File: config.mk
export PLATFORM = sky130hd
export DESIGN_NAME = accessCheck
export DESIGN_NICKNAME = d
export VERILOG_FILES = /design/src/hw/lsuPkg.sv /design/src/hw/accessCheck.sv
export VERILOG_INCLUDE_DIRS = /design/src /design/src/include
export SDC_FILE = /design/constraint.sdc
export NUM_CORES = 1
export LEC_CHECK = 0
export BUFFER_PORTS_ARGS = -buffer_cell sky130_fd_sc_hd__buf_2
export CELL_PAD_IN_SITES_DETAIL_PLACEMENT = 0
export CELL_PAD_IN_SITES_GLOBAL_PLACEMENT = 1
export CORE_MARGIN = 4
export CORE_UTILIZATION = 31
export DETAILED_ROUTE_END_ITERATION = 7
export PLACE_DENSITY_LB_ADDON = 0.1
export SLEW_MARGIN = 15
export SYNTH_ARGS = -nofsm -noshare
export SYNTH_HDL_FRONTEND = slang
export SYNTH_SLANG_ARGS = --single-unit
export TNS_END_PERCENT = 10
File: constraint.sdc
create_clock -name clk -period 1.3 [get_ports clk]
set_input_delay 0.26 -clock clk [delete_from_list [all_inputs] [get_ports clk]]
set_output_delay 0.26 -clock clk [all_outputs]
set_load 0.01 [all_outputs]
File: src/include/lsuSettings.svh
// Word width and DTIM geometry for the load/store unit
// Higher addresses alias because the DTIM decodes only the word index
`ifndef LSU_SETTINGS_SVH
`define LSU_SETTINGS_SVH

//////////////////////////////////////////////////
// Datapath
//////////////////////////////////////////////////

`define LSU_XLEN 32          // Data and address width, XLEN = LLEN

//////////////////////////////////////////////////
// DTIM geometry
//////////////////////////////////////////////////

`define DTIM_WORDS 256       // Number of 32-bit words
`define DTIM_ADR_BITS 8      // Word index, taken from address bits 9:2

`endif
File: src/hw/lsuPkg.sv
// Shared enums for the load/store unit
// Size codes follow the RISC-V funct3 field of loads and stores
package lsuPkg;

  // Memory request, bit 0 means write and bit 1 means read
  typedef enum logic [1:0] {
    rwNone  = 2'b00,         // No access
    rwWrite = 2'b01,         // Store or SC
    rwRead  = 2'b10          // Load or LR
  } memRwT;

  // Access size and extension, same bits as funct3
  typedef enum logic [2:0] {
    sizeB  = 3'b000,         // Byte, sign-extended
    sizeH  = 3'b001,         // Halfword, sign-extended
    sizeW  = 3'b010,         // Word
    sizeBU = 3'b100,         // Byte, zero-extended
    sizeHU = 3'b101          // Halfword, zero-extended
  } sizeT;

  // Atomic operation carried with the request
  typedef enum logic [1:0] {
    atomNone = 2'b00,        // Plain load or store
    atomLr   = 2'b01,        // Load-reserved
    atomSc   = 2'b10         // Store-conditional
  } atomicT;

endpackage

File: src/hw/accessCheck.sv
// Only natural alignment is accepted, there is no misaligned access support
// A faulting request is turned into rwNone before it can reach memory
`timescale 1ns/1ps
`include "lsuSettings.svh"

module accessCheck (
  input  logic                 clk,
  input  logic                 rstN,
  input  logic                 StallM,                   // Hold memory stage
  input  logic                 FlushM,                   // Bubble into memory stage
  input  logic [`LSU_XLEN-1:0] IEUAdrE,                  // Execute stage address
  output logic [`LSU_XLEN-1:0] IEUAdrM,                  // Memory stage address
  input  lsuPkg::memRwT        MemRWM,                   // Request from the pipeline
  input  lsuPkg::sizeT         Funct3M,                  // Access size
  output lsuPkg::memRwT        CheckedRWM,               // Request with faults removed
  output logic                 LoadMisalignedFaultM,
  output logic                 StoreAmoMisalignedFaultM
);
  import lsuPkg::*;

  logic misalignedM;                                     // Address not aligned to size

  // E to M address register, flush only takes effect when the stage moves
  always_ff @(posedge clk) begin
    if (!rstN) begin
      IEUAdrM <= '0;
    end else if (!StallM) begin
      if (FlushM) IEUAdrM <= '0;                         // Bubble
      else IEUAdrM <= IEUAdrE;
    end
  end

  // Alignment from size and low address bits
  always_comb begin
    case (Funct3M)
      sizeH, sizeHU: misalignedM = IEUAdrM[0];           // Odd halfword
      sizeW:         misalignedM = |IEUAdrM[1:0];        // Word not on 4-byte boundary
      default:       misalignedM = 1'b0;                 // Bytes never fault
    endcase
  end

  // Fault type follows the direction of the request
  assign LoadMisalignedFaultM     = misalignedM & (MemRWM == rwRead);
  assign StoreAmoMisalignedFaultM = misalignedM & (MemRWM == rwWrite);

  assign CheckedRWM = misalignedM ? rwNone : MemRWM;     // Drop faulting access

endmodule

======== Word-level counts from Yosys, hierarchy flattened ========
Cells that the tools add are included.
storage, ports and cells
  bits in registers ....................... 32
  input bits .............................. 41
  output and inout bits ................... 36
  logic and storage cells ................. 13
operators by class
  equality and inequality tests ........... 5
  multiplexer cells ....................... 3
  bitwise logic cells ..................... 2
  reductions and logical operators ........ 2
operators by type and width
  kind                  number
  $mux W32              1
  $reduce_or A2 Y1      2
  $eq A3 B1 Y1 const B  1
  $eq A3 B2 Y1 const B  1
  $eq A3 B3 Y1 const B  1
  $and A1 B1 Y1         2
  $eq A2 B1 Y1 const B  1
  $eq A2 B2 Y1 const B  1
  $mux W2               1
  $pmux W1 S2           1

======== Logic depth before layout (Yosys ltp) ========
  depth in word-level cells ............... 4
  mapped depth ............................ 5
  depth with buffers taken out ............ 2

======== Worst setup path after synthesis ========
OpenSTA, ideal clock, no wires.
  kind .................................... flip-flop to output port
  start ................................... register IEUAdrM[1]
  end ..................................... output port CheckedRWM[0]
  data arrival time ....................... 1.027 ns
  required time ........................... 1.040 ns
  path slack .............................. 0.013 ns
  stages on the path, launching flop included .. 3
  path buffers ............................ 0
  cell sequence ........................... dfxtp_1 -> and4bb_2 -> nor4_1
between the ends
  word-level cells in the longest chain between the ends .. 3
RTL lines
  item                    line               source
  start, declared         accessCheck.sv:12  output logic [`LSU_XLEN-1:0] IEUAdrM,
  start signal, assigned  accessCheck.sv:29  else IEUAdrM <= IEUAdrE;
  $reduce_or A2 Y1        accessCheck.sv:37  sizeW: misalignedM = |IEUAdrM[1:0];
  $pmux W1 S2             accessCheck.sv:35  case (Funct3M)
  $mux W2                 accessCheck.sv:46  assign CheckedRWM = misalignedM ? rwNone : MemRWM;
  end, declared           accessCheck.sv:15  output lsuPkg::memRwT CheckedRWM,
No other way between the ends.

======== Final worst setup path ========
  start ................................... register IEUAdrM[0]
  end ..................................... output port LoadMisalignedFaultM
between the ends
  word-level cells in the longest chain between the ends .. 3
RTL lines
  item              line               source
  $reduce_or A2 Y1  accessCheck.sv:37
  $pmux W1 S2 *     accessCheck.sv:35
  $and A1 B1 Y1 *   accessCheck.sv:43  assign LoadMisalignedFaultM = misalignedM & (MemRWM == rwRead);
  end, declared     accessCheck.sv:16  output logic LoadMisalignedFaultM,
Mark *: on every way between the ends. The rest lies on a longest branch, timed or not.

==> flow_metrics.tcl <==
set metrics [dict create \
    outcome "complete, but fails checks" \
    violations "negative setup slack" \
    cts_hold_buf 0 \
    ys_seq_elements 32 \
    die_y_um 76.0 \
    power.total_mw 2.09 \
    required_ns 1.04 \
    top_regs "IEUAdrM x32" \
    fill_cells 442 \
    maxCapViolations 0 \
    synth.top_cell.area_share_pct 44.6 \
    drc 0 \
    crit_type "flip-flop to output port" \
    drive_above_1_share_pct 42.1 \
    min_path_type "input pin to flip-flop" \
    cellLeakagePower_nw 0.938 \
    gp_congestion 0.770 \
    io_buffers 76 \
    dieArea_mm2 0.00578 \
    synth_nets 191 \
    vias 1305 \
    core_mm2 0.00441 \
    cts.sinks 32 \
    ant_nets 0 \
    r2r-end "IEUAdrM[0]$_SDFFE_PN0N_" \
    r2r_setup_slack_ns 0.51 \
    final_cell_mix "buf_2, nand2_1, or3b_1" \
    rows 24 \
    power_density_mw_per_mm2 1050 \
    largest_register "IEUAdrM" \
    layout_commonest_cell "buf_2" \
    ir_drop_v 0.000460 \
    firstDrtPassIters 4 \
    cp-start-kind "flip-flop" \
    globalRoute.totalOverflow 0 \
    yosys_warnings 0 \
    drt_wl_total_um 3630 \
    r2r-start "IEUAdrM[0]$_SDFFE_PN0N_" \
    synth_top_cell_by_area "dfxtp_1" \
    hold_viol 0 \
    period_needed_ns 1.58 \
    die_w_um 76.0 \
    ios 77 \
    grt_pass1_vias 1342 \
    syn_area_mm2 0.00144 \
    clk-insertion-delay-late_ns 0.27 \
    maxSlewViolCount 0 \
    grt_first_pass_wirelength_um 5930 \
    diodes 0 \
    syn_avg_cell_area_um2 9.57 \
    hpwl_um 2630 \
    initial_core_util_pct 32.5 \
    rr_worst_depth 4 \
    clock_tree.root_cell "clkbuf_8" \
    finalCritPeriodShare_pct 121 \
    crit_fanout 4 \
    grt_max_degree 34 \
    clk_pin_slew_worst_paths_ns 0.06 \
    hold_depth 3 \
    finalSetupViolCount 4 \
    max-slew-margin-rel_pct 68.5 \
    area_growth_syn_to_layout_pct 37.8 \
    clockBufferDepth 2 \
    hold_ws_ns 0.307 \
    largest_register_ffs 32 \
    fmax_ghz 0.633 \
    skew_ns 0 \
    synth_seq_area_share_pct 44.6 \
    hold_end "IEUAdrM[1]$_SDFFE_PN0N_" \
    worst_hold_startpoint "IEUAdrE[1]" \
    num-nets-final 268 \
    antenna_found_initial 0 \
    cts_tree "done" \
    vias_per_cell 4.66 \
    netlist-cell-type-count 14 \
    htree_levels 2 \
    setup_ws_ns -0.279 \
    cts_buffers 5 \
    rsz0062_at_grt "yes" \
    synth_cells 150 \
    cp_data_arrival_time_ns 1.32 \
    worstMarginPinSlew_ns 0.472 \
    ys_top_cells_by_area "dfxtp_1, or3b_1, a21boi_1" \
    finish.utilization_pct 44.8 \
    crit_path_end_kind "output port" \
    drt-initial-drc-count 38 \
    grt_usage_pct 12.5 \
    wl_per_cell_um 13.0 \
]
[synthesized netlist by cell type]
cell type and number:
dfxtp_1 32, nand2_1 32, or3b_1 31, a21boi_1 30, clkbuf_1 8, buf_6 4, a21boi_0 2, and4bb_2 2
inv_1 2, nor4_1 2, o311a_1 2, and3b_1 1, buf_2 1, or3b_2 1
[area by class of cell]
class / instances / area, um^2 / share of cell area, %
inverters: 2 / 7.51 / 0.380
multi-input cells: 103 / 714 / 36.1
well taps: 52 / 65.1 / 3.29
clock buffers: 8 / 90.1 / 4.55
flip-flops and latches: 32 / 643 / 32.5
repair buffers: 83 / 458 / 23.1
[metrics by stage]
stage / instances / setup slack, ns / area, um^2 / setup TNS [ns]
final: 280 / -0.279 / 1980 / -0.965
after global routing: 280 / -0.335 / 1980 / -1.25
after CTS: 280 / -0.281 / 1970 / -1.01
after detailed placement: 269 / -0.0580 / 1860 / -0.114
after global placement: 269 / -0.0343 / 1860 / -0.0663
after floorplan: 150 / 0.0127 / 1440 / 0
[layer usage]
layer / vias to the layer above / track usage [%] / routed length, um
li1: 674 / - / -
met1: 571 / 14.0 / 1580
met2: 50 / 20.5 / 1690
met3: 10 / 4.02 / 271
met4: 0 / 7.65 / 83
met5: - / 0 / 0
[repair_timing]
item / in CTS / in global routing
buffers inserted: 3 / 0
pin swaps: 4 / 4
gates resized for setup: 2 / 2
setup endpoints to repair: 4 / 4
[report_power, final]
group / total (mW) / internal (mW) / switching, mW
registers: 1.04 / 1.02 / 0.0175
logic: 0.280 / 0.151 / 0.129
clock network: 0.769 / 0.431 / 0.338
total: 2.09 / 1.60 / 0.485
[worst max-delay path by stage]
stage,from,slack [ns],to,depth (start not counted)
floorplan,IEUAdrM[1]$_SDFFE_PN0N_,0.01,CheckedRWM[0],2
global placement,Funct3M[1],-0.03,LoadMisalignedFaultM,4
detailed placement,Funct3M[1],-0.06,LoadMisalignedFaultM,4
CTS,IEUAdrM[0]$_SDFFE_PN0N_,-0.28,LoadMisalignedFaultM,3
global route,IEUAdrM[1]$_SDFFE_PN0N_,-0.33,CheckedRWM[1],3
finish,IEUAdrM[0]$_SDFFE_PN0N_,-0.28,LoadMisalignedFaultM,3
[critical path, stage by stage (launching register included)]
cell and delay [ns]:
dfxtp_2 0.33, and3b_2 0.23, o311a_1 0.35, buf_2 0.14
[logic make-up after synthesis]
family	Yosys count	share of synthesized area [%]
AO/OA/AOI/OAI	34	18.1
buffers and inverters	15	6.10
flip-flops	32	44.6
AND/OR/NAND/NOR	69	31.1
Power figures use the tool's default switching activity.
