$ cat src/include/lsuSettings.svh
// Word width and DTIM geometry for the load/store unit
// Higher addresses alias because the DTIM decodes only the word index
`ifndef LSU_SETTINGS_SVH
`define LSU_SETTINGS_SVH

//////////////////////////////////////////////////
// Datapath
//////////////////////////////////////////////////

`define LSU_XLEN 32          // Data and address width, XLEN = LLEN

//////////////////////////////////////////////////
// DTIM geometry
//////////////////////////////////////////////////

`define DTIM_WORDS 256       // Number of 32-bit words
`define DTIM_ADR_BITS 8      // Word index, taken from address bits 9:2

`endif
$ cat src/hw/lsuPkg.sv
// Shared enums for the load/store unit
// Size codes follow the RISC-V funct3 field of loads and stores
package lsuPkg;

  // Memory request, bit 0 means write and bit 1 means read
  typedef enum logic [1:0] {
    rwNone  = 2'b00,         // No access
    rwWrite = 2'b01,         // Store or SC
    rwRead  = 2'b10          // Load or LR
  } memRwT;

  // Access size and extension, same bits as funct3
  typedef enum logic [2:0] {
    sizeB  = 3'b000,         // Byte, sign-extended
    sizeH  = 3'b001,         // Halfword, sign-extended
    sizeW  = 3'b010,         // Word
    sizeBU = 3'b100,         // Byte, zero-extended
    sizeHU = 3'b101          // Halfword, zero-extended
  } sizeT;

  // Atomic operation carried with the request
  typedef enum logic [1:0] {
    atomNone = 2'b00,        // Plain load or store
    atomLr   = 2'b01,        // Load-reserved
    atomSc   = 2'b10         // Store-conditional
  } atomicT;

endpackage

$ cat src/hw/lrscReservation.sv
// Single reservation on a 32-bit word, no timeout on the reservation
// A flushed LR or SC leaves the reservation untouched
`timescale 1ns/1ps
`include "lsuSettings.svh"

module lrscReservation (
  input  logic                 clk,
  input  logic                 rstN,
  input  logic                 StallW,                   // Hold writeback stage
  input  logic                 FlushW,                   // Kill instruction leaving M
  input  logic [`LSU_XLEN-1:0] IEUAdrM,                  // Memory stage address
  input  lsuPkg::memRwT        CheckedRWM,               // Request after fault check
  input  lsuPkg::atomicT       AtomicM,                  // LR/SC marker
  output lsuPkg::memRwT        LSURWM,                   // Request to memory
  output logic                 SquashSCW                 // SC failed, no GPR write of 0
);
  import lsuPkg::*;

  logic                 resValidW;                       // Reservation held
  logic [`LSU_XLEN-3:0] resAdrW;                         // Reserved word address
  logic                 lrM;
  logic                 scM;
  logic                 scMatchM;                        // SC hits the reservation
  logic                 squashSCM;
  logic                 updateM;                         // Instruction really leaves M

  assign lrM       = (CheckedRWM == rwRead) & (AtomicM == atomLr);
  assign scM       = (CheckedRWM == rwWrite) & (AtomicM == atomSc);
  assign scMatchM  = resValidW & (IEUAdrM[`LSU_XLEN-1:2] == resAdrW);
  assign squashSCM = scM & ~scMatchM;
  assign updateM   = ~StallW & ~FlushW;

  assign LSURWM = squashSCM ? rwNone : CheckedRWM;       // Failed SC never writes

  // Valid bit, set by LR and cleared by any SC
  always_ff @(posedge clk) begin
    if (!rstN) begin
      resValidW <= 1'b0;
    end else if (updateM) begin
      if (lrM) resValidW <= 1'b1;
      else if (scM) resValidW <= 1'b0;
    end
  end

  always_ff @(posedge clk) begin
    if (lrM && updateM) resAdrW <= IEUAdrM[`LSU_XLEN-1:2];  // Word granule
  end

  // Squash travels with the SC into writeback
  always_ff @(posedge clk) begin
    if (!rstN || FlushW) SquashSCW <= 1'b0;
    else if (!StallW) SquashSCW <= squashSCM;
  end

endmodule

$ cat config.mk
export PLATFORM = sky130hd
export DESIGN_NAME = lrscReservation
export DESIGN_NICKNAME = d
export VERILOG_FILES = /design/src/hw/lsuPkg.sv /design/src/hw/lrscReservation.sv
export VERILOG_INCLUDE_DIRS = /design/src /design/src/include
export SDC_FILE = /design/constraint.sdc
export NUM_CORES = 1
export LEC_CHECK = 0
export BUFFER_PORTS_ARGS = -buffer_cell sky130_fd_sc_hd__buf_2
export CORE_AREA = 2 2 70 56
export CTS_CLUSTER_SIZE = 30
export DETAILED_ROUTE_END_ITERATION = 12
export DIE_AREA = 0 0 72 58
export PLACE_DENSITY = 0.64
export SYNTH_ARGS = -nofsm -noshare
export SYNTH_HDL_FRONTEND = slang
export SYNTH_SLANG_ARGS = --single-unit
$ cat constraint.sdc
create_clock -name clk -period 4.86 [get_ports clk]
set_clock_uncertainty 0.2 [all_clocks]
set_input_delay 0 -clock clk [delete_from_list [all_inputs] [get_ports clk]]
set_output_delay 0 -clock clk [all_outputs]
set_load 0.01 [all_outputs]
* Word level (Yosys, flattened, before mapping)
Cells that the tools add are included.
** Operators by class
- Reduce and logical (&&, ||, !) cells :: 5
- Shifts and indexed selects :: 0
- $mul :: 0
- $lt $le $gt $ge :: 0
- Divide/modulo/power cells :: 0
- Bitwise gates (word level) :: 8
- Multiplexer cells :: 3
- Eq/ne operators :: 5
- $add $sub $neg :: 0
** Operators with widths (count)
- 30-bit == test :: 1
- 1-bit AND :: 5
- 2-bit by 1-bit == test with 1-bit output (second input constant) :: 2
- 2-bit == test (second input constant) :: 2
- 1-bit NOT :: 3
- 1-bit 2-to-1 mux :: 2
- 2-bit 2-to-1 mux :: 1
- 2-bit AND reduction :: 1
- 2-bit nonzero test :: 1
- 1-bit logical AND :: 1
- 1-bit logical NOT :: 1
- 1-bit logical OR :: 1
** Word-level totals
- ROM bits :: 0
- Memories :: 0
- Bits in writable memories :: 0
- Output and inout bits :: 3
- Latch bits :: 0
- Register bits :: 32
- Logic and storage cells :: 24
- Input port bits :: 40

* Longest topological paths before layout
Gate-level depths: netlist of the first run.
- Depth in word-level cells :: 5
- Depth in mapped cells :: 5
- Depth with buffers taken out :: 5

* Worst setup path before layout of the first run
No wires, ideal clock.
- Kind :: input to register
- From :: in StallW
- To :: reg resAdrW[0] (enable)
- Buffers on the path :: 0
- Cell stages on the path :: 3
- Slack :: 1.666 ns
- Data arrival time :: 2.531 ns
- Library setup time :: 0.463 ns
- Cell sequence :: nor2_1 nand3b_1 nor3b_1
** On the way
- Longest elaborated chain between the ends :: 3
** Ends and longest elaborated chain
- start: declaration :: RTL line lrscReservation.sv:9 : input logic StallW,
- 1-bit NOT :: RTL line lrscReservation.sv:31 : assign updateM = ~StallW & ~FlushW;
- 1-bit AND :: RTL line lrscReservation.sv:31
- 1-bit logical AND :: RTL line lrscReservation.sv:46 : if (lrM && updateM) resAdrW <= IEUAdrM[`LSU_XLEN-1:2];
- end signal: assignment :: RTL line lrscReservation.sv:46
- end: declaration :: RTL line lrscReservation.sv:20 : logic [`LSU_XLEN-3:0] resAdrW;
Every way passes these cells.
A chain may end at the register's enable or synchronous reset.

* Worst setup path after layout of the first run
- From :: in StallW
- To :: reg resValidW
** On the way
- Longest elaborated chain between the ends :: 3
** Ends and longest elaborated chain
- 1-bit NOT :: RTL line lrscReservation.sv:31
- 1-bit AND :: RTL line lrscReservation.sv:31
- 2-bit AND reduction (no line)
- end signal: assignment :: RTL line lrscReservation.sv:38 : resValidW <= 1'b0;
- end signal: assignment :: RTL line lrscReservation.sv:40 : if (lrM) resValidW <= 1'b1;
- end signal: assignment :: RTL line lrscReservation.sv:41 : else if (scM) resValidW <= 1'b0;
- end: declaration :: RTL line lrscReservation.sv:19 : logic resValidW;
Every way passes these cells.

==> results of run 1 <==
## sequential cells by signal, indices dropped and copies added, names as in the netlist
register   cells
resAdrW       30
SquashSCW      1
resValidW      1
## where the power goes
group          internal, mW  switching, mW
clock                 0.115         0.0885
combinational        0.0391         0.0217
sequential            0.304        0.00126
## metrics by stage
stage               std cells  area, um2
floorplan                  83       1344
global placement          165       1605
detailed placement        165       1605
CTS                       208       2046
global route              208       2046
finish                    208       2046
## worst reg2reg max path: stages (launching register included)
cell,delay (ns)
edfxtp_1,0.38
xnor2_1,0.17
nand4_1,0.15
nor4_1,0.39
nand4_1,0.16
a32o_1,0.24
dlygate4sd3_1,0.55
## synth_stat cells
cell type  instances  area share (%)
edfxtp_1          30              67
xnor2_1           19              12
xor2_1            11             7.2
nand4_1            6             2.8
nor4_1             4             1.9
a21boi_0           2             1.1
dfxtp_1            2             3.0
a32o_1             1            0.74
and3_1             1            0.47
clkbuf_1           1            0.28
nand3b_1           1            0.56
nor2_1             1            0.28
nor2b_1            1            0.47
nor3b_1            1            0.56
nor4bb_1           1            0.74
o21a_1             1            0.56
## layer usage
| layer | global-route usage, % | routed length, um |
|---|---|---|
| met5 | 0 | 0 |
| met4 | 5.660 | 16 |
| met3 | 5.739 | 171 |
| met2 | 22.35 | 1200 |
| met1 | 17.01 | 1301 |
## final cells by class
| type | count | area (um2) | share of cell area, % |
|---|---|---|---|
| sequential | 32 | 940.9 | 45.99 |
| multi-input combinational | 50 | 404.1 | 19.76 |
| tap | 42 | 52.55 | 2.569 |
| clock buffer | 8 | 90.09 | 4.404 |
| timing repair buffer | 76 | 558.0 | 27.28 |
## path summary, 6_finish.rpt
path                     from         end  slack (ns)
setup / recovery       StallW   resValidW        2.24
setup reg to reg  resAdrW[19]   SquashSCW        2.51
hold reg to reg     SquashSCW   SquashSCW        0.86
hold / removal     AtomicM[0]  resAdrW[1]       0.007
## placed cells by master, fill, tap and decap left out, drive strengths merged
cell	n
o21a	1
a21boi	2
xnor2	19
clkbuf	8
nand3b	1
dfxtp	2
nor4	4
nand4	6
xor2	11
nor4bb	1
dlygate4sd3	35
a32o	1
nor2b	1
nor2	1
edfxtp	30
and3	1
nor3b	1
buf	41
## timing repair
action	4_1_cts	5_1_grt
hold buffers	35	0
buffers inserted	0	0
endpoints found under the hold margin	40	0
resized for setup	0	0
## kinds of logic after synthesis
| logic type | synth area share (%) |
|---|---|
| flops | 70.02 |
| xor+xnor | 19.55 |
| simple gates | 7.729 |
| compound gates | 2.421 |
| buf+inv | 0.2791 |
==> metrics.cfg, run 1 <==
[run_status]
status=finished clean

[power]
powerDensity_mw_per_mm2=278.7
vdd_drop_max_v=0.0002132
leakage_nw=0.7638
total_power_mw=0.5702

[final_layout]
fin_util_pct=58.54
fill_cells=281
nets=205
antennaDiodeCount=0
syn2layout_area_growth_pct=52.23
final_layout_size_suffix_gt1_share_pct=28.92

[worst_hold_path]
hold_path.class=in2reg
hold_depth=3

[synthesis]
ys_warn_count=0
syn_area_mm2=0.001344
yosysSeqAreaShare_pct=70.02
syn_area_per_cell_um2=16.19
netlist_instances=83
ys_seq_elements=32
synthDistinctLibCells=16
syn_nets=123

[setup_path]
cp.arrival_ns=2.64
cp_num_buf_inv=4
crit_path_frequent_cell=dlygate4sd3_1
crit_path_start_kind=input port
max_stage_delay_ns=0.58
r2r_cells=6
crit_chain=dlygate4sd3_1 > buf_2 > nor2_1 > nand3b_1 > nor3b_2 > buf_4 > o21a_1 > dlygate4sd3_1
crit_fanout=23
cp.required_ns=4.88
cp.depth=8
crit_type=in2reg
cpMaxStageDelayCell=nor3b_2
end_kind=flop
critPathTopFamily=buffers and inverters

[clocking]
clk_path_buf_depth=2
cts_tree=done
clk_latency_ns=0.27
clk_pin_slew_worst_paths_ns=0.06
h-tree-depth=2
cts_root_buf=clkbuf_8
cts_sinks=32
cts_buffers=5

[global_route]
track_usage_pct=14.00
grt_max_degree=24
antenna_found_initial=0
gr-total-overflow=0
grt_pass1_vias=995
grt_pass1_wl_mm=4.250

[timing]
post-route-min-period_ns=2.623
slew_viol_final=0
tightest_slew_ns=0.6617
finalCritPeriodShare_pct=53.98
slew-limit-headroom_pct=55.69
worst_hold_slack_ns=0.007052
setup_viol=0
final.setup.tns_ns=0
hold_violations=0
fmax_ghz=0.3812
rsz0062_at_grt=no
finalWorstSetupSlack_ns=2.237

[drt]
drc_errors=0
drt_iter0_markers=27
num_vias=947
ant_nets=0
dr.pass1.iters=4
detail_route.wl_per_cell_um=12.93
drt_wl_total_mm=2.690
viasPerCell=4.553

[floorplan]
die-area_mm2=0.004176
rows=19
ios=43
core-area_mm2=0.003495
start_util_pct=38.45
die_w_um=72
die_h_um=58

[placement]
finalWeightedCongestion=0.7991
io_buffers=40
place_ws_ns=2.908
dp_hpwl_mm=1.790

[job]
cap_violations=0

(Power assumes the default switching activity.)
==> run 2, diff against run 1 <==
Clock period 4.86 ns to 2.6 ns, I/O delays scaled along.
==> run 2 against run 1 <==
  * Sequential power grew 87%
  * Cell area shrank 0.18%
  * Register-to-register slack worse by 2.3 ns
  * Die area did not move
  * Clock power up 86%
  * Worst hold slack better by 0.015 ns
  * Clock-buffer cell count unchanged
  * First-iteration DRC count decreased by 19%
  * Routed wire length is 5.2% lower
  * Via count is 1.1% lower
  * Critical path depth fell by 2
==> metrics.cfg, run 2 (same netlist as run 1, synthesis figures left out) <==
[timing]
final.setup.tns_ns=0
finalCritPeriodShare_pct=90.19
rsz0062_at_grt=no
setup_viol=0
slew-limit-headroom_pct=69.41
post-route-min-period_ns=2.345
slew_viol_final=0
fmax_ghz=0.4264
finalWorstSetupSlack_ns=0.2550
hold_violations=0
worst_hold_slack_ns=0.02188
tightest_slew_ns=0.4527

[global_route]
track_usage_pct=13.24
gr-total-overflow=0
grt_pass1_vias=937
grt_max_degree=32
antenna_found_initial=0
grt_pass1_wl_mm=4.043

[worst_hold_path]
hold_depth=2
hold_start=CheckedRWM[1]
hold_path.class=in2out
hold_end=LSURWM[1]

[setup_path]
crit_path_start_kind=flop
crit_chain=xnor2_1 > nand4_1 > nor4_1 > nand4_1 > a32o_1 > dlygate4sd3_1
r2r_cells=6
max_stage_delay_ns=0.57
cpMaxStageDelayCell=dlygate4sd3_1
end_kind=flop
cp.arrival_ns=2.30
crit_path_frequent_cell=nand4_1
crit_fanout=2
reg2reg_setup_slack_ns=0.25
cp.required_ns=2.55
crit_type=reg2reg
timing.rr.end=SquashSCW
rr_startpoint=resAdrW[23]

[clocking]
cts_root_buf=clkbuf_8
ctsResizeCount=0
cts_buffers=5
clk_path_buf_depth=2
cts_tree=done
cts_sinks=32
clk_pin_slew_worst_paths_ns=0.06
clk_latency_ns=0.27
h-tree-depth=2
hold_buffers=34
post-cts-setup-buffers=0

[drt]
viasPerCell=4.527
drt_iter0_markers=22
drc_errors=0
ant_nets=0
drt_wl_total_mm=2.551
detail_route.wl_per_cell_um=12.32
dr.pass1.iters=4
num_vias=937

[final_layout]
top_register=resAdrW
reg_top3=resAdrW x30, SquashSCW x1, resValidW x1
multi_input_area_um2=410.4
nets=204
fin_util_pct=58.43
fin_cells=207
antennaDiodeCount=0
final_area_mm2=0.002042
final_common_cell=buf_2
final_layout_size_suffix_gt1_share_pct=29.09
final_cell_mix=buf_2 (40), dlygate4sd3_1 (34), edfxtp_1 (30)
syn2layout_area_growth_pct=51.96
largest_reg_flops=30
ff_latch_area_um2=940.9
fill_cells=287

[placement]
io_buffers=40
finalWeightedCongestion=0.7182
place_area_mm2=0.001612
place_ws_ns=0.8629
dp_hpwl_mm=1.673
dp_cells=165

[power]
p_int_mw=0.8570
vdd_drop_max_v=0.0003879
seq_power_share_pct=53.8
comb_power_share_pct=10.6
p_sw_mw=0.2056
powerDensity_mw_per_mm2=520.4
clkPwrFrac_pct=35.7
total_power_mw=1.063
leakage_nw=0.7646
switching_share_pct=19.35

[floorplan]
start_util_pct=38.45
core-area_mm2=0.003495
rows=19
die_w_um=72
die_h_um=58
ios=43
die-area_mm2=0.004176

[run_status]
status=finished clean

[job]
cap_violations=0

run 2: cell count changes in the layout (fill, tap and decap cells not counted), sizes merged:
cell / before / now
dlygate4sd3: 35 / 34
run 2: area by class of cell:
type                       count  share of cell area [%]
clock buffer                   8                   4.412
tap                           42                   2.574
timing repair buffer          75                   26.84
multi-input combinational     50                   20.10
sequential                    32                   46.08
run 2: how the worst max path moves through the flow:
stage / from / endpoint / slack, ns / depth (start not counted)
2_1_floorplan: StallW / resAdrW[0] / 0.47 / 3
3_3_place_gp: resAdrW[1] / SquashSCW / 0.90 / 5
3_5_place_dp: resAdrW[23] / SquashSCW / 0.86 / 5
4_1_cts: resAdrW[29] / SquashSCW / 0.30 / 6
5_1_grt: resAdrW[1] / SquashSCW / 0.13 / 6
6_report: resAdrW[23] / SquashSCW / 0.25 / 6
run 2: power groups by stage:
stage | combinational [mW] | clock (mW) | sequential [mW]
after floorplan | 0.0301 | 0 | 0.582
after global placement | 0.0728 | 0 | 0.582
after detailed placement | 0.0756 | 0 | 0.582
after CTS | 0.113 | 0.396 | 0.571
after global routing | 0.123 | 0.412 | 0.571
final | 0.112 | 0.379 | 0.571
run 2: per-layer routing:
layer | track usage, % | up-vias | routed length, um
met1 | 16.31 | 429 | 1115
met2 | 21.16 | 31 | 1241
met4 | 6.739 | 0 | 56
met3 | 4.174 | 7 | 137
met5 | 0 | - | 0
li1 | - | 470 | -
run 2: worst max-delay path: cells and delay by family (launching register included):
family | cells | cell delay (ns)
simple gates | 3 | 0.65
buf+inv | 1 | 0.57
flops | 1 | 0.38
xor+xnor | 1 | 0.18
compound gates | 1 | 0.24
