--- src/include/lsuSettings.svh ---
// Word width and DTIM geometry for the load/store unit
// Higher addresses alias because the DTIM decodes only the word index
`ifndef LSU_SETTINGS_SVH
`define LSU_SETTINGS_SVH

//////////////////////////////////////////////////
// Datapath
//////////////////////////////////////////////////

`define LSU_XLEN 32          // Data and address width, XLEN = LLEN

//////////////////////////////////////////////////
// DTIM geometry
//////////////////////////////////////////////////

`define DTIM_WORDS 256       // Number of 32-bit words
`define DTIM_ADR_BITS 8      // Word index, taken from address bits 9:2

`endif
--- src/hw/lsuPkg.sv ---
// Shared enums for the load/store unit
// Size codes follow the RISC-V funct3 field of loads and stores
package lsuPkg;

  // Memory request, bit 0 means write and bit 1 means read
  typedef enum logic [1:0] {
    rwNone  = 2'b00,         // No access
    rwWrite = 2'b01,         // Store or SC
    rwRead  = 2'b10          // Load or LR
  } memRwT;

  // Access size and extension, same bits as funct3
  typedef enum logic [2:0] {
    sizeB  = 3'b000,         // Byte, sign-extended
    sizeH  = 3'b001,         // Halfword, sign-extended
    sizeW  = 3'b010,         // Word
    sizeBU = 3'b100,         // Byte, zero-extended
    sizeHU = 3'b101          // Halfword, zero-extended
  } sizeT;

  // Atomic operation carried with the request
  typedef enum logic [1:0] {
    atomNone = 2'b00,        // Plain load or store
    atomLr   = 2'b01,        // Load-reserved
    atomSc   = 2'b10         // Store-conditional
  } atomicT;

endpackage

--- src/hw/storeFormatter.sv ---
// Store data is replicated across the word, the byte mask picks the lanes
// Big-endian swaps the whole word, so offset k lands in memory byte 3-k
`timescale 1ns/1ps
`include "lsuSettings.svh"

module storeFormatter (
  input  logic [`LSU_XLEN-1:0]   IEUAdrM,                // Low bits pick the lanes
  input  lsuPkg::sizeT           Funct3M,                // Store size
  input  logic [`LSU_XLEN-1:0]   WriteDataM,             // Data from the IEU
  input  logic                   BigEndianM,
  output logic [`LSU_XLEN-1:0]   StoreDataM,             // Data to the DTIM
  output logic [`LSU_XLEN/8-1:0] ByteMaskM               // Byte write enables
);
  import lsuPkg::*;

  logic [`LSU_XLEN-1:0]   leDataM;                       // Little-endian store word
  logic [`LSU_XLEN/8-1:0] leMaskM;
  logic [`LSU_XLEN-1:0]   beDataM;                       // Byte-reversed word
  logic [`LSU_XLEN/8-1:0] beMaskM;

  // Replicate subword so every lane carries it
  always_comb begin
    case (Funct3M)
      sizeB, sizeBU: leDataM = {(`LSU_XLEN/8){WriteDataM[7:0]}};
      sizeH, sizeHU: leDataM = {(`LSU_XLEN/16){WriteDataM[15:0]}};
      default:       leDataM = WriteDataM;
    endcase
  end

  // Mask from size and offset
  always_comb begin
    case (Funct3M)
      sizeB, sizeBU: leMaskM = {{(`LSU_XLEN/8-1){1'b0}}, 1'b1} << IEUAdrM[1:0];
      sizeH, sizeHU: leMaskM = {{(`LSU_XLEN/8-2){1'b0}}, 2'b11} << {IEUAdrM[1], 1'b0};
      default:       leMaskM = '1;                       // Full word
    endcase
  end

  // Reverse bytes and mask lanes together
  always_comb begin
    for (int i = 0; i < `LSU_XLEN/8; i++) begin
      beDataM[8*i +: 8] = leDataM[`LSU_XLEN-8-8*i +: 8];
      beMaskM[i]        = leMaskM[`LSU_XLEN/8-1-i];
    end
  end

  assign StoreDataM = BigEndianM ? beDataM : leDataM;
  assign ByteMaskM  = BigEndianM ? beMaskM : leMaskM;

endmodule

--- config.mk ---
export PLATFORM = sky130hd
export DESIGN_NAME = storeFormatter
export DESIGN_NICKNAME = d
export VERILOG_FILES = /design/src/hw/lsuPkg.sv /design/src/hw/storeFormatter.sv
export VERILOG_INCLUDE_DIRS = /design/src /design/src/include
export SDC_FILE = /design/constraint.sdc
export NUM_CORES = 1
export LEC_CHECK = 0
export BUFFER_PORTS_ARGS = -buffer_cell sky130_fd_sc_hd__clkbuf_2
export CAP_MARGIN = 10
export CORE_MARGIN = 3
export CORE_UTILIZATION = 32
export DETAILED_ROUTE_END_ITERATION = 8
export PLACE_DENSITY = 0.8
export SLEW_MARGIN = 20
export SYNTH_ARGS = -nofsm -noshare
export SYNTH_HDL_FRONTEND = slang
export SYNTH_SLANG_ARGS = --single-unit
--- constraint.sdc ---
create_clock -name vclk -period 1.1
set_clock_uncertainty 0.1 [all_clocks]
set_input_delay 0.22 -clock vclk [all_inputs]
set_output_delay 0.22 -clock vclk [all_outputs]
set_load 0.05 [all_outputs]
==> metrics.txt, run 1 <==
die outline height around 59 um; num ports 104; post-place instance area 0.00214 mm2; cells resized by post-CTS repair 108; sequential-to-total area share from yosys stat 0%; number of standard-cell rows in the floorplan 18; error msg [ERROR DPL-0038] Utilization greater than 100%, impossible to legalize; result of the run stopped before the end; Chip Width 59.1 um; Synth Cell Area about 900 um2; instance count of the mapped netlist 141; count of input and output buffers 73; multiplexer share of the synthesized area 17.8%; Synth Area in Compound Gates between 40 and 50%; arithmetic-cell share of the synthesized area counting full adders, half adders and majority gates 0%; final weighted congestion in routability-driven placement about 0.89; hold-fix buffer count after cts 0; initial core utilization a little over a third; Post-Synthesis Net Count ~210; sum of net half-perimeters after detailed placement 3980 um; terminating stage of the flow 4_1_cts; Yosys warning total 0; average footprint of a synthesized cell 6.39 um2; main combinational cell family by area after synthesis compound AO/OA/AOI/OAI gates; Post-CTS Setup Bufs 0; area share of xor/xnor cells in the synthesized design 0%; count of unique library cells instantiated by Yosys 22; synthesized-area fraction occupied by and/or/nand/nor cells between 20% and 30%
-- cells by family after synthesis --
family | count (synthesis)
AOI/OAI and AO/OA | 63
muxes | 16
buffers and inverters | 17
and+or+nand+nor | 45
-- synthesized netlist by cell type (2+ instances only) --
| library cell | count | area [um2] |
|---|---|---|
| sky130_fd_sc_hd__o22ai_1 | 24 | 150 |
| sky130_fd_sc_hd__a211oi_1 | 22 | 165 |
| sky130_fd_sc_hd__nor2_1 | 19 | 71.3 |
| sky130_fd_sc_hd__mux2i_1 | 16 | 160 |
| sky130_fd_sc_hd__nor3_1 | 16 | 80.1 |
| sky130_fd_sc_hd__a21oi_1 | 9 | 45.0 |
| sky130_fd_sc_hd__buf_2 | 7 | 35.0 |
| sky130_fd_sc_hd__buf_4 | 4 | 30.0 |
| sky130_fd_sc_hd__clkbuf_1 | 4 | 15.0 |
| sky130_fd_sc_hd__a211o_1 | 3 | 26.3 |
| sky130_fd_sc_hd__nand2_1 | 3 | 11.3 |
| sky130_fd_sc_hd__a211oi_2 | 2 | 25.0 |
| sky130_fd_sc_hd__nand2b_1 | 2 | 12.5 |
| sky130_fd_sc_hd__nor2b_1 | 2 | 12.5 |
-- per-stage QoR --
stage                     TNS, ps  utilization [%]  setup slack (ps)  cells
after floorplan            -12930                -              -531    141
after detailed placement   -20940             83.2              -638    278
after global placement     -19350             83.2              -579    278
==> run 2, diff against run 1 <==
- CORE_AREA: not set -> 3 3 64 66
- CORE_MARGIN: 3 -> not set
- CORE_UTILIZATION: 32 -> not set
- DIE_AREA: not set -> 0 0 67 69
- PLACE_DENSITY: 0.8 -> not set
- PLACE_DENSITY_LB_ADDON: not set -> 0.15
- clock period: 1.1 -> 1.45 ns (I/O delays scaled with it)
==> run 2 against run 1 <==
Against the previous run:
- the flow now finishes, with violations (setup timing)
- synthesized cell count is the same
- area after synthesis is the same
==> metrics.txt, run 2 <==
Leak Pwr around 0.0012 uW; final hold violation count 0; biggest area consumer among synthesized cells sky130_fd_sc_hd__a211oi_1; average footprint of a synthesized cell 6.39 um2 (unchanged); vias per cell roughly 5.5; setup-violating endpoint count in the final report 36; pin count of the biggest net entering global routing 17; biggest area contributors in the synthesized netlist sky130_fd_sc_hd__a211oi_1, sky130_fd_sc_hd__mux2i_1, sky130_fd_sc_hd__o22ai_1, sky130_fd_sc_hd__nor3_1, sky130_fd_sc_hd__nor2_1; antenna viol nets, final 0; final design area excluding fillers 0.00299 mm2; count of input and output buffers 73 (unchanged); measured slew at the worst slew-check pin roughly 380 ps; filler cell count in the final layout 211; Max Cap Violations 0; total area of sequential cells 0 um2; number of pins with negative max-slew slack in the final report 0; die outline height 69 um (+17%); Critical Path, Cell by Cell clkbuf_16 > buf_8 > buf_6 > mux2i_4 > a211oi_4 > buf_12; areal power density over the cells 524 mW/mm2; peak ir drop on the vdd network around 0.33 mV; Post-Place Setup Slack -414 ps (+224 ps); overall fraction of global-route tracks in use 22.7%; highest clock rate between 0.5 and 0.6 GHz; Total Die Area 0.00462 mm2; instance count along the most critical hold path 3; endpoint required time on the critical path 1060 ps; antenna violations before repair 0; Chip Width 67 um (+13%); Post-Synthesis Net Count 209 (unchanged); cell type group with the largest total delay on the critical path buffers and inverters; Total Wirelength 5510 um; fin worst setup slack -228 ps; commonest cells after routing, fill and taps aside sky130_fd_sc_hd__clkbuf_2, sky130_fd_sc_hd__buf_4, sky130_fd_sc_hd__a211oi_4; total number of sequential cells 0; count leader, synth sky130_fd_sc_hd__o22ai_1; Core Box Area 0.00363 mm2; count of antenna diodes in the layout 0; arrival time reported for the critical path endpoint between 1000 and 1500 ps; share of the cycle needed by the critical path after routing 116%; cell depth of the worst setup path 6; result of the run finished with violations; kind of capture point of the worst setup path primary output; final weighted congestion in routability-driven placement 0.803 (-9.9%); Hold WC Path Type in2out; violation count after the first detailed-route iteration 45; number of standard-cell rows in the floorplan 22 (+4); fraction of final layout cells with drive strength greater than 1 86.1%; Buf/Inv on CP 4; total via count in the routed design 1659; failing checks setup timing; sum of net half-perimeters after detailed placement 3770 um (-5.2%); sort of element at the start of the critical path primary input; post-synth top area share 18.3% (unchanged); number of global-route vias before repair ~1800; num ports 104 (unchanged); wire length of the first global-routing pass 8570 um; number of clock-tree buffers in the layout 0; Synth Cell Area 901 um2 (unchanged); overall power after layout 1570 uW; post-place instance area 0.00232 mm2 (+8.8%); final routed DRC violation total 0; number of search-and-repair iterations in the first detailed-routing pass 4; sequential-to-total area share from yosys stat 0% (unchanged); Critical Path Fanout Max 6; remaining global-route overflow 0; area growth from synthesis to layout 232%; final layout net count 322; final critical path time including I/O delays and setup 1680 ps; Yosys warning total 0 (unchanged); initial core utilization 24.8% (-10 points); count of unique library cells instantiated by Yosys 22 (unchanged); top cell types by occurrence after synthesis sky130_fd_sc_hd__o22ai_1, sky130_fd_sc_hd__a211oi_1, sky130_fd_sc_hd__nor2_1, sky130_fd_sc_hd__mux2i_1, sky130_fd_sc_hd__nor3_1; crit path max-delay cell type sky130_fd_sc_hd__a211oi_4; detail-routed net length per standard cell 18.4 um; type of the worst setup path in2out; setup repair after global routing missed its margin yes; delay of the slowest critical-path stage roughly 260 ps; instance count of the mapped netlist 141 (unchanged); Max-slew headroom 74.4%
-- run 2: what timing repair did --
| action | in CTS | in global routing |
|---|---|---|
| setup endpoints to repair | 36 | 36 |
| gates resized for setup | 111 | 43 |
| buffers inserted | 3 | 2 |
| hold buffers | 0 | 0 |
| cloned | 1 | 1 |
| pin swaps | 14 | 15 |
-- run 2: area by class of cell --
class	instances	area, um2	share of cell area [%]
inverters	1	3.75	0.126
repair buffers	127	1390	46.5
well taps	48	60.1	2.01
multi-input cells	124	1540	51.3
-- run 2: final timing paths --
check / end / slack (ps) / from
worst min-delay path: ByteMaskM[3] / 920 / IEUAdrM[1]
worst max-delay path: StoreDataM[12] / -230 / BigEndianM
-- run 2: metrics by stage --
stage	hold slack, ps	TNS (ps)	std cells	utilization (%)
floorplan	607	-5460	141	-
global placement	926	-11060	299	64.0
detailed placement	939	-11780	299	64.0
CTS	911	-5640	302	78.5
global route	933	-6450	300	82.3
finish	919	-5350	300	82.3
-- run 2: metal layers --
layer	share of wire, %	track usage [%]	up-vias
li1	-	-	765
met1	38	27.5	829
met2	58	44.1	63
met3	4.2	1.47	2
met4	0.25	0.901	0
met5	0	0	-
-- run 2: report_power, final --
| group | internal [uW] | switching, uW | leakage [uW] |
|---|---|---|---|
| combinational | 712 | 855 | 0.00121 |
| clock | 0 | 0 | 0 |
| sequential | 0 | 0 | 0 |
-- run 2: cells by family (layout without fill, tap and decap cells) --
group / count (synthesis) / in the layout / share of synthesized area, %
compound gates: 63 / 63 / 48.2
simple gates: 45 / 45 / 23.5
buf+inv: 17 / 128 / 10.6
mux: 16 / 16 / 17.8
-- run 2: tightest hold or removal path, cell delays in order --
cell,delay (ps)
sky130_fd_sc_hd__clkbuf_2,200
sky130_fd_sc_hd__o31ai_4,100
sky130_fd_sc_hd__buf_8,140
Note: power is estimated with default switching activity, not from simulation.
==> run 3, diff against run 2 <==
- PLACE_DENSITY_LB_ADDON: 0.15 -> not set
==> run 3 against run 2 <==
Against the previous run:
- the flow still finishes with violations (setup timing)
- flip-flop and latch count stayed put
- largest cell class unchanged
- setup slack worse by 96 ps
- via count grew 16%
- critical endpoint is now StoreDataM[29]
- fmax shrank 5.4%
==> metrics.txt, run 3 (same netlist as run 2, synthesis figures left out) <==
Critical Path Fanout Max 6 (unchanged); measured slew at the worst slew-check pin 474 ps (+90.5 ps); peak ir drop on the vdd network 0.342 mV (+4.8%); sort of element at the start of the critical path primary input; proportion of power drawn by the clock network 0% (unchanged); share of the cycle needed by the critical path after routing 122% (+6.6 points); fin worst setup slack -324 ps (-96.0 ps); Max Cap Violations 0 (unchanged); total area of sequential cells 0 um2 (unchanged); Total Wirelength 8300 um (+51%); total via count in the routed design 1919 (+16%); filler cell count in the final layout 118 (-44%); num ports 104 (unchanged); commonest cells after routing, fill and taps aside sky130_fd_sc_hd__buf_4, sky130_fd_sc_hd__clkbuf_2, sky130_fd_sc_hd__buf_8; Hold WC Path Type in2out; Chip Width 67 um (unchanged); endpoint required time on the critical path 1060 ps (about the same); switching share of power 55.0% (+0.49 points); part of the power in registers 0% (unchanged); number of global-route vias before repair 2085 (+16%); final critical path time including I/O delays and setup 1770 ps (+96.0 ps); count of antenna diodes in the layout 0 (unchanged); antenna viol nets, final 0 (unchanged); number of pins with negative max-slew slack in the final report 0 (unchanged); initial core utilization 24.8% (unchanged); Core Box Area 0.00363 mm2 (unchanged); fraction of final layout cells with drive strength greater than 1 91.0% (+4.9 points); final layout net count 337 (+4.7%); Logic pwr share 100.0% (about the same); type of the worst setup path in2out; sum of net half-perimeters after detailed placement 3990 um (+5.9%); die outline height 69 um (unchanged); area growth from synthesis to layout 268%; Post-Place Setup Slack -461 ps (-46.8 ps); most common cell after layout, fill and taps aside sky130_fd_sc_hd__buf_4; Power Internal 781 uW (+9.7%); result of the run finished with violations; count of input and output buffers 73 (unchanged); Switching Power 956 uW (+12%); final weighted congestion in routability-driven placement 0.780 (-2.9%); total negative setup slack -7340 ps (-1990 ps); highest clock rate 0.564 GHz (-5.4%); overall fraction of global-route tracks in use 30.5% (+7.8 points); setup-violating endpoint count in the final report 36 (unchanged); arrival time reported for the critical path endpoint 1380 ps (+90 ps); wire length of the first global-routing pass 10900 um (+27%); areal power density over the cells 525 mW/mm2 (+0.18%); detail-routed net length per standard cell 26.3 um (+43%); number of search-and-repair iterations in the first detailed-routing pass 4 (unchanged); setup repair after global routing missed its margin yes; remaining global-route overflow 0 (unchanged); number of clock-tree buffers in the layout 0 (unchanged); final hold violation count 0 (unchanged); Leak Pwr 0.00132 uW (+9.1%); antenna violations before repair 0 (unchanged); Max-slew headroom 67.5% (-6.8 points); total number of sequential cells 0 (unchanged); failing checks setup timing; kind of capture point of the worst setup path primary output; vias per cell 6.09 (+10%); Total Die Area 0.00462 mm2 (unchanged); violation count after the first detailed-route iteration 160 (+260%); Final Hold Slack 932 ps (+13.0 ps); pin count of the biggest net entering global routing 12 (-5); number of standard-cell rows in the floorplan 22 (unchanged); final routed DRC violation total 0 (unchanged); hold-fix buffer count after cts 0 (unchanged)
==> run 3: cell types whose count changed in the layout (fill, tap and decap cells not counted), sizes merged <==
| cell | before | now |
|---|---|---|
| buf | 83 | 101 |
| bufbuf | 0 | 1 |
| clkbuf | 44 | 40 |
==> run 3: repair_timing <==
item                                    4_1_cts  5_1_grt
endpoints found under the setup margin       36       36
pin swaps                                    18       17
setup buffers                                 7        2
gates resized for setup                     137       54
cloned                                        3        1
==> run 3: path summary, 6_finish.rpt <==
check | slack (ps) | depth (start not counted) | end | start
max | -320 | 6 | StoreDataM[29] | BigEndianM
min | 930 | 4 | StoreDataM[0] | WriteDataM[24]
==> run 3: layout make-up <==
cell class / instances / area, um2 / area share, %
inverter: 1 / 3.75 / 0.113
timing repair buffer: 142 / 1570 / 47.4
tap: 48 / 60.1 / 1.81
multi-input combinational: 124 / 1680 / 50.7
==> run 3: metal layers <==
layer | share of wire [%] | track usage [%] | vias to the layer above | wire length (um)
li1 | - | - | 801 | -
met2 | 51 | 55.5 | 115 | 4250
met4 | 8.1 | 15.3 | 0 | 671
met5 | 0 | 0 | - | 0
met1 | 35 | 33.6 | 950 | 2880
met3 | 6.0 | 2.93 | 53 | 494
==> run 3: metrics by stage <==
stage          std cells  power, uW  utilization (%)  area (um2)
6_report             315       1740             91.1        3310
5_1_grt              315       1780             91.1        3310
4_1_cts              319       1580             86.6        3150
3_5_place_dp         309       1270             65.1        2360
3_3_place_gp         309       1250             65.1        2360
2_1_floorplan        141        821                -        1410
==> run 3: worst max-delay path: stages <==
cell and delay [ps]:
sky130_fd_sc_hd__clkbuf_16 120, sky130_fd_sc_hd__nand2b_1 200, sky130_fd_sc_hd__buf_4 200, sky130_fd_sc_hd__o22ai_1 120, sky130_fd_sc_hd__a211oi_4 270, sky130_fd_sc_hd__buf_12 180
==> run 3: power groups by stage <==
stage,registers (uW),logic [uW],clock network (uW)
floorplan,0,821,0
global placement,0,1250,0
detailed placement,0,1270,0
CTS,0,1580,0
global route,0,1780,0
finish,0,1740,0
==> run 4, diff against run 3 <==
- CORE_AREA: 3 3 64 66 -> 4 4 65 67
- DIE_AREA: 0 0 67 69 -> 0 0 69 71
- SETUP_SLACK_MARGIN: not set -> 0.15
==> run 4 against run 3 <==
Against the previous run:
- the run still ends with setup timing left
- first-iteration DRC count is 13% lower
- final area rose by 3.7%
- die area grew 6.0%
- clock-buffer cell count unchanged
- total power is 3.4% higher
- global-route usage shrank 3.2 points
- worst hold slack gained 17 ps
- non-clock buffer count down 1
- critical path type unchanged
- fmax up 4.3%
- largest cell class is now non-clock buffers
==> metrics.txt, run 4 (same netlist as run 2, synthesis figures left out) <==
setup-violating endpoint count in the final report 36 (unchanged); violation count after the first detailed-route iteration 139 (-13%); die outline height 71 um (+2.9%); type of the worst setup path in2out; proportion of power drawn by the clock network 0% (unchanged); Total Die Area 0.00490 mm2 (+6.0%); arrival time reported for the critical path endpoint 1310 ps (-70 ps); part of the power in registers 0% (unchanged); total via count in the routed design 1905 (-0.73%); fin worst setup slack -251 ps (+72.6 ps); Max-slew headroom 67.6% (+0.10 points); Critical Path Fanout Max 5 (-1); num ports 104 (unchanged); Max Cap Violations 0 (unchanged); switching share of power 53.7% (-1.3 points); antenna viol nets, final 0 (unchanged); count of input and output buffers 73 (unchanged); final design area excluding fillers 0.00343 mm2 (+3.7%); crit path max-delay cell type sky130_fd_sc_hd__nor2b_4; Final Hold Slack 949 ps (+17.1 ps); result of the run finished with violations; peak ir drop on the vdd network 0.347 mV (+1.4%); Logic pwr share 100.0% (about the same); number of pins with negative max-slew slack in the final report 0 (unchanged); sum of net half-perimeters after detailed placement 4220 um (+5.6%); Power Internal 832 uW (+6.4%); final layout net count 336 (-0.30%); Chip Width 69 um (+3.0%); measured slew at the worst slew-check pin 484 ps (+10.2 ps); failing checks setup timing; Critical Path, Cell by Cell clkbuf_16 > nor2b_4 > buf_6 > nor3_4 > a211oi_4 > buf_12; cell type group with the largest total delay on the critical path buffers and inverters; endpoint required time on the critical path 1060 ps (about the same); pin count of the biggest net entering global routing 10 (-2); number of standard-cell rows in the floorplan 22 (unchanged); initial core utilization 24.8% (unchanged); number of clock-tree buffers in the layout 0 (unchanged); final weighted congestion in routability-driven placement 0.829 (+6.2%); final routed DRC violation total 0 (unchanged); remaining global-route overflow 0 (unchanged); sort of element at the start of the critical path primary input; wire length of the first global-routing pass 11000 um (+1.3%); setup repair after global routing missed its margin yes; count of antenna diodes in the layout 0 (unchanged); Post-Place Setup Slack -417 ps (+44.5 ps); hold-fix buffer count after cts 0 (unchanged); Hold WC Path Type in2out; vias per cell 6.07 (-0.41%); detail-routed net length per standard cell 25.9 um (-1.7%); share of the cycle needed by the critical path after routing 117% (-5.0 points); most common cell after layout, fill and taps aside sky130_fd_sc_hd__clkbuf_2; highest clock rate 0.588 GHz (+4.3%); Util after Layout 94.5% (+3.4 points); delay of the slowest critical-path stage 250 ps (-20 ps); total number of sequential cells 0 (unchanged); areal power density over the cells 523 mW/mm2 (-0.34%); area growth from synthesis to layout 281%; kind of capture point of the worst setup path primary output; final hold violation count 0 (unchanged); commonest cells after routing, fill and taps aside sky130_fd_sc_hd__clkbuf_2, sky130_fd_sc_hd__buf_12, sky130_fd_sc_hd__buf_4; Leak Pwr 0.00137 uW (+3.7%); post-place instance area 0.00247 mm2 (+4.4%); overall fraction of global-route tracks in use 27.3% (-3.2 points); final critical path time including I/O delays and setup 1700 ps (-72.6 ps); total area of sequential cells 0 um2 (unchanged); Buf/Inv on CP 3 (unchanged); Total Wirelength 8130 um (-2.0%); number of search-and-repair iterations in the first detailed-routing pass 4 (unchanged); number of global-route vias before repair 2034 (-2.4%); Core Box Area 0.00363 mm2 (unchanged); Switching Power 964 uW (+0.83%); fraction of final layout cells with drive strength greater than 1 88.0% (-3.0 points); antenna violations before repair 0 (unchanged)
[run 4: changes by cell type in the layout (fill, tap and decap cells not counted), moves of 4 or more]
cell                      before  now
sky130_fd_sc_hd__buf_8        27   19
sky130_fd_sc_hd__nor3_4        4    9
sky130_fd_sc_hd__buf_6        12   24
sky130_fd_sc_hd__nor3_2       11    6
sky130_fd_sc_hd__mux2i_2       6    2
sky130_fd_sc_hd__buf_4        45   28
sky130_fd_sc_hd__buf_12       16   29
sky130_fd_sc_hd__o22ai_1       5   10
[run 4: stage by stage]
stage	instances	setup TNS (ps)	total power, uW
final	314	-7390	1800
after global placement	302	-11100	1330
after detailed placement	302	-12140	1350
after floorplan	141	-5500	830
after global routing	314	-8200	1840
after CTS	311	-6590	1630
[run 4: cell type report]
| class | instances | area, um2 |
|---|---|---|
| Timing Repair Buffer | 141 | 1700 |
| Inverter | 1 | 6.26 |
| Multi-Input combinational cell | 124 | 1670 |
| Tap cell | 48 | 60.1 |
| Fill cell | 100 | 200 |
[run 4: layer usage]
metal | wire length [um] | share of wire, % | vias up | global-route usage (%)
met4 | 264 | 3.2 | 0 | 6.72
met3 | 424 | 5.2 | 35 | 3.13
met5 | 0 | 0 | - | 0
met2 | 4470 | 55 | 115 | 53.5
met1 | 2970 | 37 | 952 | 31.0
li1 | - | - | 803 | -
[run 4: final timing paths]
check / start / slack [ps] / depth (start not counted) / endpoint
hold / removal: WriteDataM[30] / 950 / 4 / StoreDataM[30]
setup / recovery: Funct3M[0] / -250 / 6 / StoreDataM[10]
[run 4: tightest hold or removal path: cells and delay by family]
kind                   cells  cell delay, ps
buffers and inverters      2             240
AO/OA/AOI/OAI              2             230
[run 4: repair_timing]
action,4_1_cts,5_1_grt
endpoints found under the setup margin,36,36
gates resized for setup,117,58
setup buffers,6,3
pin swaps,18,14
cloned,3,0
[run 4: power by group through the flow]
stage / sequential (uW) / combinational, uW / clock, uW
final: 0 / 1800 / 0
after global routing: 0 / 1840 / 0
after CTS: 0 / 1630 / 0
after detailed placement: 0 / 1350 / 0
after global placement: 0 / 1330 / 0
after floorplan: 0 / 830 / 0
